**src/fetch_config.svh**
```systemverilog
`ifndef FETCH_CONFIG_SVH
`define FETCH_CONFIG_SVH

//////////////////////////////////////////////////
// branch target buffer geometry
//////////////////////////////////////////////////

`define BTB_ENTRIES 16
`define BTB_IDX_W   4   // log2 of BTB_ENTRIES

//////////////////////////////////////////////////
// fetch queue and boot address
//////////////////////////////////////////////////

`define FQ_DEPTH    4               // packets, power of two
`define RESET_PC    32'h1c00_0000

`endif

```
**src/fetch_pkg.sv**
```systemverilog
`include "fetch_config.svh"

package fetch_pkg;

    // byte address as seen by fetch
    typedef logic [31:0] addr_t;

    // word-aligned target, low two bits dropped
    typedef logic [29:0] word_addr_t;

    // btb index taken from pc[BTB_IDX_W+1:2]
    typedef logic [`BTB_IDX_W-1:0] btb_idx_t;

    // everything above the index bits
    typedef logic [31-`BTB_IDX_W-2:0] btb_tag_t;

    // 2-bit saturating direction counter, msb means taken
    typedef logic [1:0] ctr_t;

    // bit 0 is the instr at pc, bit 1 the one at pc+4
    typedef logic [1:0] slot_mask_t;

endpackage

```
**src/fetch_if.sv**
```systemverilog
// combinational lookup, one result per fetch slot
interface btb_lookup_if import fetch_pkg::*; ();

    addr_t      lookup_pc;  // current fetch pc
    slot_mask_t hit_taken;  // per slot: valid, tag hit, counter says taken
    addr_t      target0;
    addr_t      target1;

    modport fetch (
        output lookup_pc,
        input  hit_taken,
        input  target0,
        input  target1
    );

    modport predictor (
        input  lookup_pc,
        output hit_taken,
        output target0,
        output target1
    );

endinterface

// packet push from pc gen into the fetch queue
interface fq_push_if import fetch_pkg::*; ();

    logic       push;           // only when !full && !flush
    addr_t      pkt_pc;
    slot_mask_t pkt_slots;
    addr_t      pkt_pred_npc;
    logic       flush;          // any redirect, wins over push
    logic       full;

    modport producer (
        output push, pkt_pc, pkt_slots, pkt_pred_npc, flush,
        input  full
    );

    modport queue (
        input  push, pkt_pc, pkt_slots, pkt_pred_npc, flush,
        output full
    );

endinterface

```
**src/branch_predictor.sv**
```systemverilog
`include "fetch_config.svh"

module branch_predictor import fetch_pkg::*; (
    input  logic            clk,
    input  logic            i_rst_n,
    btb_lookup_if.predictor lookup,
    input  logic            i_upd_valid,
    input  addr_t           i_upd_pc,
    input  addr_t           i_upd_target,
    input  logic            i_upd_taken
);

    logic [`BTB_ENTRIES-1:0] valid_q;
    btb_tag_t                tag_q    [`BTB_ENTRIES];
    ctr_t                    ctr_q    [`BTB_ENTRIES];
    word_addr_t              target_q [`BTB_ENTRIES];

    addr_t      slot_pc  [2];
    word_addr_t slot_tgt [2];

    btb_idx_t   upd_idx;
    btb_tag_t   upd_tag;
    logic       upd_hit;

    function automatic btb_idx_t idx_of(addr_t pc);
        return pc[`BTB_IDX_W+1:2];
    endfunction

    function automatic btb_tag_t tag_of(addr_t pc);
        return pc[31:`BTB_IDX_W+2];
    endfunction

    //////////////////////////////////////////////////
    // lookup, two read ports
    //////////////////////////////////////////////////

    assign slot_pc[0] = lookup.lookup_pc;
    assign slot_pc[1] = lookup.lookup_pc + 32'd4;   // second instr of the pair

    always_comb begin
        for (int s = 0; s < 2; s++) begin
            lookup.hit_taken[s] = valid_q[idx_of(slot_pc[s])]
                               && tag_q[idx_of(slot_pc[s])] == tag_of(slot_pc[s])
                               && ctr_q[idx_of(slot_pc[s])][1];
            slot_tgt[s] = target_q[idx_of(slot_pc[s])];
        end
    end

    assign lookup.target0 = {slot_tgt[0], 2'b00};
    assign lookup.target1 = {slot_tgt[1], 2'b00};

    //////////////////////////////////////////////////
    // training from execute
    //////////////////////////////////////////////////

    assign upd_idx = idx_of(i_upd_pc);
    assign upd_tag = tag_of(i_upd_pc);
    assign upd_hit = valid_q[upd_idx] && tag_q[upd_idx] == upd_tag;

    always_ff @(posedge clk or negedge i_rst_n) begin
        if (!i_rst_n) begin
            valid_q <= '0;
        end else if (i_upd_valid && !upd_hit && i_upd_taken) begin
            valid_q[upd_idx] <= 1'b1;   // allocate on taken miss
        end
    end

    always_ff @(posedge clk) begin
        if (i_upd_valid) begin
            if (upd_hit) begin
                target_q[upd_idx] <= i_upd_target[31:2];
                if (i_upd_taken && ctr_q[upd_idx] != 2'b11) begin
                    ctr_q[upd_idx] <= ctr_q[upd_idx] + 2'd1;
                end else if (!i_upd_taken && ctr_q[upd_idx] != 2'b00) begin
                    ctr_q[upd_idx] <= ctr_q[upd_idx] - 2'd1;
                end
            end else if (i_upd_taken) begin
                tag_q[upd_idx]    <= upd_tag;
                ctr_q[upd_idx]    <= 2'b10;     // weakly taken
                target_q[upd_idx] <= i_upd_target[31:2];
            end
        end
    end

endmodule

```
**src/fetch_pc_gen.sv**
```systemverilog
`include "fetch_config.svh"

module fetch_pc_gen import fetch_pkg::*; (
    input  logic        clk,
    input  logic        i_rst_n,
    btb_lookup_if.fetch lookup,
    fq_push_if.producer fq,
    input  logic        i_exc_valid,
    input  addr_t       i_eentry,
    input  logic        i_ertn_valid,
    input  addr_t       i_era,
    input  logic        i_br_valid,
    input  addr_t       i_br_pc
);

    addr_t      pc_q;
    addr_t      pred_npc;
    slot_mask_t pred_slots;
    logic       redirect;
    addr_t      redirect_pc;

    assign lookup.lookup_pc = pc_q;

    // slot 0 taken kills slot 1
    always_comb begin
        if (lookup.hit_taken[0]) begin
            pred_npc   = lookup.target0;
            pred_slots = 2'b01;
        end else if (lookup.hit_taken[1]) begin
            pred_npc   = lookup.target1;
            pred_slots = 2'b11;
        end else begin
            pred_npc   = pc_q + 32'd8;  // fall through past the pair
            pred_slots = 2'b11;
        end
    end

    //////////////////////////////////////////////////
    // redirects, exception > ertn > branch
    //////////////////////////////////////////////////

    assign redirect = i_exc_valid | i_ertn_valid | i_br_valid;

    always_comb begin
        if (i_exc_valid)       redirect_pc = i_eentry;
        else if (i_ertn_valid) redirect_pc = i_era;
        else                   redirect_pc = i_br_pc;
    end

    assign fq.flush        = redirect;
    assign fq.push         = !redirect && !fq.full;
    assign fq.pkt_pc       = pc_q;
    assign fq.pkt_slots    = pred_slots;
    assign fq.pkt_pred_npc = pred_npc;

    always_ff @(posedge clk or negedge i_rst_n) begin
        if (!i_rst_n) begin
            pc_q <= `RESET_PC;
        end else if (redirect) begin
            pc_q <= redirect_pc;
        end else if (fq.push) begin
            pc_q <= pred_npc;   // hold while the queue is full
        end
    end

endmodule

```
**src/fetch_queue.sv**
```systemverilog
`include "fetch_config.svh"

module fetch_queue import fetch_pkg::*; #(
    parameter int DEPTH = `FQ_DEPTH
) (
    input  logic       clk,
    input  logic       i_rst_n,
    fq_push_if.queue   fq,
    input  logic       i_issue_stall,
    output logic       o_pkt_valid,
    output addr_t      o_pkt_pc,
    output slot_mask_t o_pkt_slots,
    output addr_t      o_pkt_pred_npc
);

    localparam int             PTR_W    = $clog2(DEPTH);
    localparam logic [PTR_W:0] FULL_CNT = DEPTH[PTR_W:0];

    addr_t      pc_mem    [DEPTH];
    slot_mask_t slots_mem [DEPTH];
    addr_t      npc_mem   [DEPTH];

    logic [PTR_W-1:0] rd_ptr;
    logic [PTR_W-1:0] wr_ptr;
    logic [PTR_W:0]   count;    // occupancy, 0..DEPTH
    logic             pop;

    assign o_pkt_valid    = count != '0;
    assign fq.full        = count == FULL_CNT;
    assign pop            = o_pkt_valid && !i_issue_stall;

    assign o_pkt_pc       = pc_mem[rd_ptr];
    assign o_pkt_slots    = slots_mem[rd_ptr];
    assign o_pkt_pred_npc = npc_mem[rd_ptr];

    //////////////////////////////////////////////////
    // pointers and count
    //////////////////////////////////////////////////

    always_ff @(posedge clk or negedge i_rst_n) begin
        if (!i_rst_n) begin
            rd_ptr <= '0;
            wr_ptr <= '0;
            count  <= '0;
        end else if (fq.flush) begin
            rd_ptr <= '0;   // drop everything in flight
            wr_ptr <= '0;
            count  <= '0;
        end else begin
            if (fq.push) wr_ptr <= wr_ptr + 1'b1;
            if (pop)     rd_ptr <= rd_ptr + 1'b1;
            case ({fq.push, pop})
                2'b10:   count <= count + 1'b1;
                2'b01:   count <= count - 1'b1;
                default: count <= count;    // both or neither
            endcase
        end
    end

    // packet storage
    always_ff @(posedge clk) begin
        if (fq.push && !fq.flush) begin
            pc_mem[wr_ptr]    <= fq.pkt_pc;
            slots_mem[wr_ptr] <= fq.pkt_slots;
            npc_mem[wr_ptr]   <= fq.pkt_pred_npc;
        end
    end

endmodule

```
**src/fetch_frontend.sv**
```systemverilog
module fetch_frontend import fetch_pkg::*; (
    input  logic       clk,
    input  logic       i_rst_n,
    // redirects
    input  logic       i_exc_valid,
    input  addr_t      i_eentry,
    input  logic       i_ertn_valid,
    input  addr_t      i_era,
    input  logic       i_br_valid,
    input  addr_t      i_br_pc,
    // btb training
    input  logic       i_upd_valid,
    input  addr_t      i_upd_pc,
    input  addr_t      i_upd_target,
    input  logic       i_upd_taken,
    // packet out
    input  logic       i_issue_stall,
    output logic       o_pkt_valid,
    output addr_t      o_pkt_pc,
    output slot_mask_t o_pkt_slots,
    output addr_t      o_pkt_pred_npc
);

    btb_lookup_if lookup_bus ();
    fq_push_if    fq_bus ();

    fetch_pc_gen fetch_pc_gen_i (
        .clk          (clk),
        .i_rst_n      (i_rst_n),
        .lookup       (lookup_bus),
        .fq           (fq_bus),
        .i_exc_valid  (i_exc_valid),
        .i_eentry     (i_eentry),
        .i_ertn_valid (i_ertn_valid),
        .i_era        (i_era),
        .i_br_valid   (i_br_valid),
        .i_br_pc      (i_br_pc)
    );

    branch_predictor branch_predictor_i (
        .clk          (clk),
        .i_rst_n      (i_rst_n),
        .lookup       (lookup_bus),
        .i_upd_valid  (i_upd_valid),
        .i_upd_pc     (i_upd_pc),
        .i_upd_target (i_upd_target),
        .i_upd_taken  (i_upd_taken)
    );

    fetch_queue fetch_queue_i (
        .clk            (clk),
        .i_rst_n        (i_rst_n),
        .fq             (fq_bus),
        .i_issue_stall  (i_issue_stall),
        .o_pkt_valid    (o_pkt_valid),
        .o_pkt_pc       (o_pkt_pc),
        .o_pkt_slots    (o_pkt_slots),
        .o_pkt_pred_npc (o_pkt_pred_npc)
    );

endmodule

```
**config.mk**
```make
export PLATFORM = sky130hd
export DESIGN_NAME = fetch_frontend
export DESIGN_NICKNAME = d
export VERILOG_FILES = /design/src/fetch_pkg.sv /design/src/fetch_if.sv /design/src/branch_predictor.sv /design/src/fetch_pc_gen.sv /design/src/fetch_queue.sv /design/src/fetch_frontend.sv
export VERILOG_INCLUDE_DIRS = /design/src
export SDC_FILE = /design/constraint.sdc
export NUM_CORES = 2
export LEC_CHECK = 0
export BUFFER_PORTS_ARGS = -buffer_cell sky130_fd_sc_hd__buf_2
export CORE_ASPECT_RATIO = 0.9
export CORE_MARGIN = 2
export CORE_UTILIZATION = 30
export DETAILED_ROUTE_END_ITERATION = 10
export GPL_TIMING_DRIVEN = 0
export PLACE_DENSITY = 0.49
export SYNTH_ARGS = -nofsm -noshare
export SYNTH_HDL_FRONTEND = slang
export SYNTH_SLANG_ARGS = --single-unit
```
**constraint.sdc**
```tcl
create_clock -name clk -period 7.69 [get_ports clk]
set_clock_uncertainty 0.05 [all_clocks]
set_input_delay 0.3845 -clock clk [delete_from_list [all_inputs] [get_ports clk]]
set_output_delay 0.3845 -clock clk [all_outputs]
set_load 0.01 [all_outputs]
```
### Word-level counts from Yosys, hierarchy flattened

Memories as Yosys holds them, arrays and structs flattened.
Cells that the tools add are included.

* reductions and logical operators: 23
* bitwise operators: 6
* equal/unequal tests: 7
* $add $sub $neg: 8
* multiplexer cells: 42
* order comparisons: 4

Operator list (count)
* $mux W32: 6
* $eq A26 B26 Y1: 3
* $add A32 B3 Y32 const B: 1
* $add A32 B4 Y32 const B: 1
* $mux W30: 1
* $mux W1: 22
* $or A16 B16 Y16: 1
* $lt A4 B5 Y1 const B: 3
* $mux W2: 7
* $logic_and A1 B1 Y1: 13
* $bmux W1 S4: 3
* $add A2 B1 Y2 const B: 3
* $pmux W3 S2: 1
* $reduce_bool A2 Y1: 3
* $reduce_bool A3 Y1: 2
* $logic_not A1 Y1: 5
* $or A1 B1 Y1: 5
* $demux W1 S4: 1
* $ge A4 B1 Y1 const B: 1
* $add A3 B1 Y3 const B: 1
* $eq A3 B3 Y1 const B: 1
* $mux W3: 1
* $sub A3 B1 Y3 const B: 1
* $eq A2 B1 Y1 const B: 1
* other kinds (3): 3

* bits in writable memories: 1192
* input port bits: 168
* logic and storage cells: 101
* flip-flop bits (word level): 55
* memories: 6

Memories
* branch_predictor_i.target_q: words 16, width 30, read ports 2, clocked after Yosys merged registers in 0, wr ports 1, RTL line branch_predictor.sv:16 `` word_addr_t target_q [`BTB_ENTRIES]; ``
* branch_predictor_i.tag_q: words 16, width 26, read ports 3, clocked after Yosys merged registers in 0, wr ports 1, RTL line branch_predictor.sv:14 `` btb_tag_t tag_q [`BTB_ENTRIES]; ``
* fetch_queue_i.npc_mem: words 4, width 32, read ports 1, clocked after Yosys merged registers in 0, wr ports 1, RTL line fetch_queue.sv:21 `addr_t npc_mem [DEPTH];`
* fetch_queue_i.pc_mem: words 4, width 32, read ports 1, clocked after Yosys merged registers in 0, wr ports 1, RTL line fetch_queue.sv:19 `addr_t pc_mem [DEPTH];`
* branch_predictor_i.ctr_q: words 16, width 2, read ports 3, clocked after Yosys merged registers in 0, wr ports 1, RTL line branch_predictor.sv:15 `` ctr_t ctr_q [`BTB_ENTRIES]; ``
* fetch_queue_i.slots_mem: words 4, width 2, read ports 1, clocked after Yosys merged registers in 0, wr ports 1, RTL line fetch_queue.sv:20 `slot_mask_t slots_mem [DEPTH];`

### Depth between registers and ports, before layout

An unclocked memory read counts as a cell.

* depth after elaboration: 10
* depth in mapped cells: 21
* mapped depth without buffers: 11

### Hierarchy

Synthesis repeated with hierarchy kept, for this count alone.

* cells, all modules: 3266
* area total of the unflattened synthesis: 61641.6 um^2

Modules (own cells, without submodules)
* branch_predictor: instances 1, area an instance 48041.1 um^2, cells each 2373
* fetch_queue: instances 1, area an instance 10012.1 um^2, cells each 404
* fetch_pc_gen: instances 1, area an instance 3588.4 um^2, cells each 489

### Worst setup path after synthesis

Ideal clock, no wire load.

* path kind: input to register
* from: in i_upd_pc[2]
* to: mem branch_predictor_i.tag_q[15][0] (netlist bit) (enable)
* slack: 1.452 ns
* cell stages on the path: 12
* setup time: 0.477 ns
* arrival: 5.712 ns
* cell sequence: clkbuf_1 buf_2 buf_1 clkbuf_1 mux4_2 mux4_2 xnor2_1 nand4_1 nor3_1 nand2_1 nand2_1 nor4_1

* cells in the longest elaborated chain, start to end: 6
* elaborated cells between the ends (all ways): 8
* those cells by class: 1 x eq/ne; 5 x mux; 1 x reduce/logical; 1 x memory

RTL lines
* from (decl): RTL line fetch_frontend.sv:13 `input addr_t i_upd_pc,`
* $mem_v2 Z16 W26 / $bmux W1 S4 (equally long branches)
* $eq A26 B26 Y1 / $mux W1 (equally long branches): RTL line branch_predictor.sv:58 `assign upd_hit = valid_q[upd_idx] && tag_q[upd_idx] == upd_tag;`
* $logic_and A1 B1 Y1: RTL line branch_predictor.sv:58
* $mux W1: RTL line branch_predictor.sv:70 `if (upd_hit) begin`
* $mux W1: RTL line branch_predictor.sv:69 `if (i_upd_valid) begin`
* $mux W1 (implied by the code): RTL line branch_predictor.sv:78 `tag_q[upd_idx] <= upd_tag;`
* to (decl): RTL line branch_predictor.sv:14

Parallel ways exist; a longest one is shown, timed or not. The select of a mux whose other input is x is not followed.

### Worst setup path after layout

* from: reg fetch_pc_gen_i.pc_q[3] (netlist: fetch_pc_gen_i.fq.pkt_pc[3])
* to: mem fetch_queue_i.npc_mem[0][2] (netlist bit) (data pin)

* cells in the longest elaborated chain, start to end: 7
* elaborated cells between the ends (all ways): 16
* those cells by class: 1 x add/sub; 2 x eq/ne; 6 x mux; 4 x reduce/logical; 3 x memory

RTL lines
* from (decl): RTL line fetch_pc_gen.sv:16 `addr_t pc_q;`
* from (signal assigned): RTL line fetch_pc_gen.sv:58 `` pc_q <= `RESET_PC; ``
* from (signal assigned): RTL line fetch_pc_gen.sv:60 `pc_q <= redirect_pc;`
* from (signal assigned): RTL line fetch_pc_gen.sv:62 `pc_q <= pred_npc;`
* $add A32 B3 Y32: RTL line branch_predictor.sv:38 `assign slot_pc[1] = lookup.lookup_pc + 32'd4;`
* $mem_v2 Z16 W26 / $bmux W1 S4 (equally long branches)
* $eq A26 B26 Y1 / $mux W1 (equally long branches): RTL line branch_predictor.sv:43, branch_predictor.sv:42
* $logic_and A1 B1 Y1: RTL line branch_predictor.sv:43 `&& tag_q[idx_of(slot_pc[s])] == tag_of(slot_pc[s])`
* $logic_and A1 B1 Y1: RTL line branch_predictor.sv:44 `&& ctr_q[idx_of(slot_pc[s])][1];`
* $mux W32: RTL line fetch_pc_gen.sv:29 `end else if (lookup.hit_taken[1]) begin`
* $mux W32 (*): RTL line fetch_pc_gen.sv:26 `if (lookup.hit_taken[0]) begin`
* named net fetch_pc_gen_i.fq.pkt_pred_npc[2]: RTL line fetch_if.sv:36 `output push, pkt_pc, pkt_slots, pkt_pred_npc, flush,`
* to (decl): RTL line fetch_queue.sv:21

The timed path passes the listed nets; every way through them passes the cells marked *. The select of a mux whose other input is x is not followed.

==> impl_metrics.yaml <==
status:
  outcome: "finished, violations left"
  failed_checks: "setup timing"
synth:
  syn_inst: 3340
  netlist_area_um2: 61700
  synth_seq_area_share_pct: 60.0
  synth-main-ff-cell: "edfxtp_1"
  syn_nets: 3515
  syn_area_per_cell_um2: 18.5
  synthDistinctLibCells: 87
  synth-edff-count: 1188
  yosysWarnings: 0
  synth_top_area_cell: "edfxtp_1"
  synth.area.top_cells: "edfxtp_1, mux4_2, dfrtp_1"
  ys_ff_latch: 1243
  post-synth-top-area-fraction_pct: 57.8
  ys_async_sr_fraction_pct: 4.42
min_path:
  hold_path.class: "in2reg"
  hold_depth: 5
  holdPathEnd: "fetch_pc_gen_i.fq.pkt_pc[17]"
  min_from: "i_br_pc[17]"
clock_tree:
  path_clk_slew_ps: 70
  cts_buffer_depth: 3
  cts_buffers: 146
  clockRootBuffer: "clkbuf_16"
  cts_sinks: 1243
  cts_tree: "done"
  clock_latency_ps: 830
  h-tree-depth: 4
floorplan:
  pin_count: 235
  dieArea_um2: 209000
  die_h_um: 434
  dieWidth_um: 482
  coreArea_um2: 204000
  initial_core_util_pct: 30.3
  fp-row-count: 157
critical_path:
  cp_max_fo: 10
  critPathKind: "reg2reg"
  rr_worst_depth: 16
  critical_path_arrival_ps: 8260
  critPathLaunch: "fetch_pc_gen_i.fq.pkt_pc[3]"
  reg2reg_slack_ps: -100
  r2r_start: "fetch_pc_gen_i.fq.pkt_pc[3]"
  crit_path_end_kind: "flip-flop"
  critPathLaunchType: "flip-flop"
  r2r_end: "fetch_queue_i.npc_mem[0][2]"
  critical_path_required_ps: 8170
cells_and_area:
  stdcell_area_um2: 73300
  utilization_pct: 35.9
  area_growth_syn_to_layout_pct: 18.6
  final_layout_size_suffix_gt1_share_pct: 35.8
  final_nets: 4063
power_and_ir_drop:
  peakVddDrop_mv: 0.241
  power_density_nw_per_um2: 243
  p_int_mw: 12.7
  switchingPower_mw: 5.13
  total_leakage_power_nw: 23.4
  clkPwrFrac_pct: 38.3
  comb_power_share_pct: 18.6
  p_sw_share_pct: 28.8
  pwr-share-seq_pct: 43.1
drt:
  num_vias: 39000
  drt-pass1-iter-count: 5
  route.detailed.drc: 0
  drtAntennaViolNets: 0
  drt_iter0_drc: 5476
  drt-wirelength-per-cell_um: 35.6
  viasPerCell: 5.82
  finalWirelength_mm: 239
grt:
  grt_usage_pct: 22.6
  overflow: 0
  grt_pass1_wl_mm: 324
  grt_antenna_before_repair: 17
  grt_pass1_vias: 38200
  grt_max_degree: 51
timing:
  grt_setup_unrepaired: "false"
  maxSlewHeadroom_pct: 5.62
  slew_viol_final: 0
  finalSetupViolations: 8
  hold_ws_ps: 72.0
  finalCritPeriodShare_pct: 101
  period_needed_ps: 7790
  final.setup.worst_slack_ps: -96.4
  finalHoldViolCount: 0
  tightest_slew_ps: 1420
  clock.fmax_mhz: 128
placed_design:
  gp_congestion: 0.962
  hpwl_mm: 172
  io_buffers: 224
  place_area_um2: 67700
run:
  drv_cap: 0
## cell families after synthesis
family	after synthesis	share of synthesized area [%]
compound gates	310	3.50
xor+xnor	116	1.71
fa+ha+maj	7	0.154
buf+inv	286	2.53
flops	1243	60.0
mux	832	27.8
other cells	1	0.00607
simple gates	545	4.26
## synthesized netlist by cell type (19+ instances only)
master,number
edfxtp_1,1188
mux4_2,690
nand2_1,193
clkbuf_1,120
mux2i_1,109
nor2_1,106
xnor2_1,95
a21oi_1,62
dfrtp_1,52
buf_2,49
o21ai_0,44
a22oi_1,42
buf_1,37
nor3_1,36
nand4_1,33
a211oi_1,32
and3_1,29
nand3_1,29
and2_1,27
buf_4,27
mux2_2,21
buf_6,19
## state kept, by name, summed over array words and instances (netlist names)
register,flops
branch_predictor_i.target_q,480
branch_predictor_i.tag_q,416
fetch_queue_i.npc_mem,128
fetch_queue_i.pc_mem,128
branch_predictor_i.ctr_q,32
fetch_pc_gen_i.fq.pkt_pc,32
branch_predictor_i.valid_q,16
fetch_queue_i.slots_mem,4
fetch_queue_i.count,3
fetch_queue_i.rd_ptr,2
fetch_queue_i.wr_ptr,2
## metrics by stage
step                 TNS, ps  worst slack, ps  std cells  power, mW
finish                  -398            -96.4       6710       17.8
floorplan                  0             1450       3340       9.59
CTS                        0              131       6705       17.9
global placement    -2326860            -6260       6267       11.0
global route               0             20.9       6706       18.3
detailed placement    -32830             -488       6360       11.0
## worst max-delay path by stage
stage / end / slack, ps
global placement: branch_predictor_i.valid_q[15] / -6260
CTS: fetch_queue_i.npc_mem[0][20] / 130
floorplan: branch_predictor_i.tag_q[15][0] / 1450
detailed placement: fetch_queue_i.npc_mem[1][20] / -490
global route: fetch_queue_i.npc_mem[0][20] / 20
finish: fetch_queue_i.npc_mem[0][2] / -100
## layer usage
metal / up-vias / GRT usage, % / part of all wire [%]
li1: 15300 / - / -
met3: 408 / 5.25 / 8.9
met1: 21200 / 31.9 / 43
met4: 6 / 8.64 / 4.2
met2: 2142 / 33.8 / 44
met5: - / 0 / 0.018
## power groups by stage
| stage | logic (mW) | clock network, mW | registers (mW) |
|---|---|---|---|
| floorplan | 1.83 | 0 | 7.76 |
| global placement | 3.20 | 0 | 7.81 |
| detailed placement | 3.22 | 0 | 7.81 |
| CTS | 3.27 | 6.92 | 7.67 |
| global route | 3.41 | 7.19 | 7.68 |
| finish | 3.32 | 6.82 | 7.67 |
## layout make-up
type,count,area [um2]
inverters,19,71.3
fillers,19000,131000
multi-input cells,1811,23300
clock buffers,183,3880
diodes,5,12.5
repair buffers,400,3260
well taps,2703,3380
flip-flops and latches,1243,37100
clock inverters,79,840
plain buffers,267,1520
## placed cells by master (no fill, tap or decap), types with 16 or more instances in the layout
cell type      count
buf_2            275
a21oi_1           62
edfxtp_1        1188
nand3_1           29
clkinv_2          24
dfrtp_1           52
and2_1            27
clkinv_1          24
or2_2             17
xor2_1            17
mux2_2            21
nor2_1           106
mux4_2           690
nor3_1            23
inv_1             16
a211oi_1          32
xnor2_1           95
o21ai_0           44
clkbuf_1         150
buf_12            26
mux2i_1          109
nand4_1           33
dlygate4sd3_1     83
clkbuf_16        149
buf_4             39
buf_6             68
nand2_1          193
a22oi_1           42
and3_2            18
buf_1             28
## critical path: stages, from the launching register on
cell             delay, ps
dfrtp_1                740
ha_1                   240
buf_2                  290
nand2_1                160
xnor2_2               1000
clkbuf_2               610
clkdlybuf4s15_2        690
clkbuf_1               840
a31oi_1                450
xnor2_1                250
nor3_1                 200
nand4_1                400
nor2_2                 310
buf_6                  210
buf_4                  250
mux2i_1                100
a21oi_1                610
## what timing repair did
item / 4_1_cts / 5_1_grt
pin swaps: 0 / 0
hold endpoints to repair: 976 / 0
setup buffers: 0 / 0
hold buffers: 83 / 0
gates cloned: 0 / 0
gates resized for setup: 5 / 2
setup endpoints to repair: 131 / 8
Power figures use the tool's default switching activity.
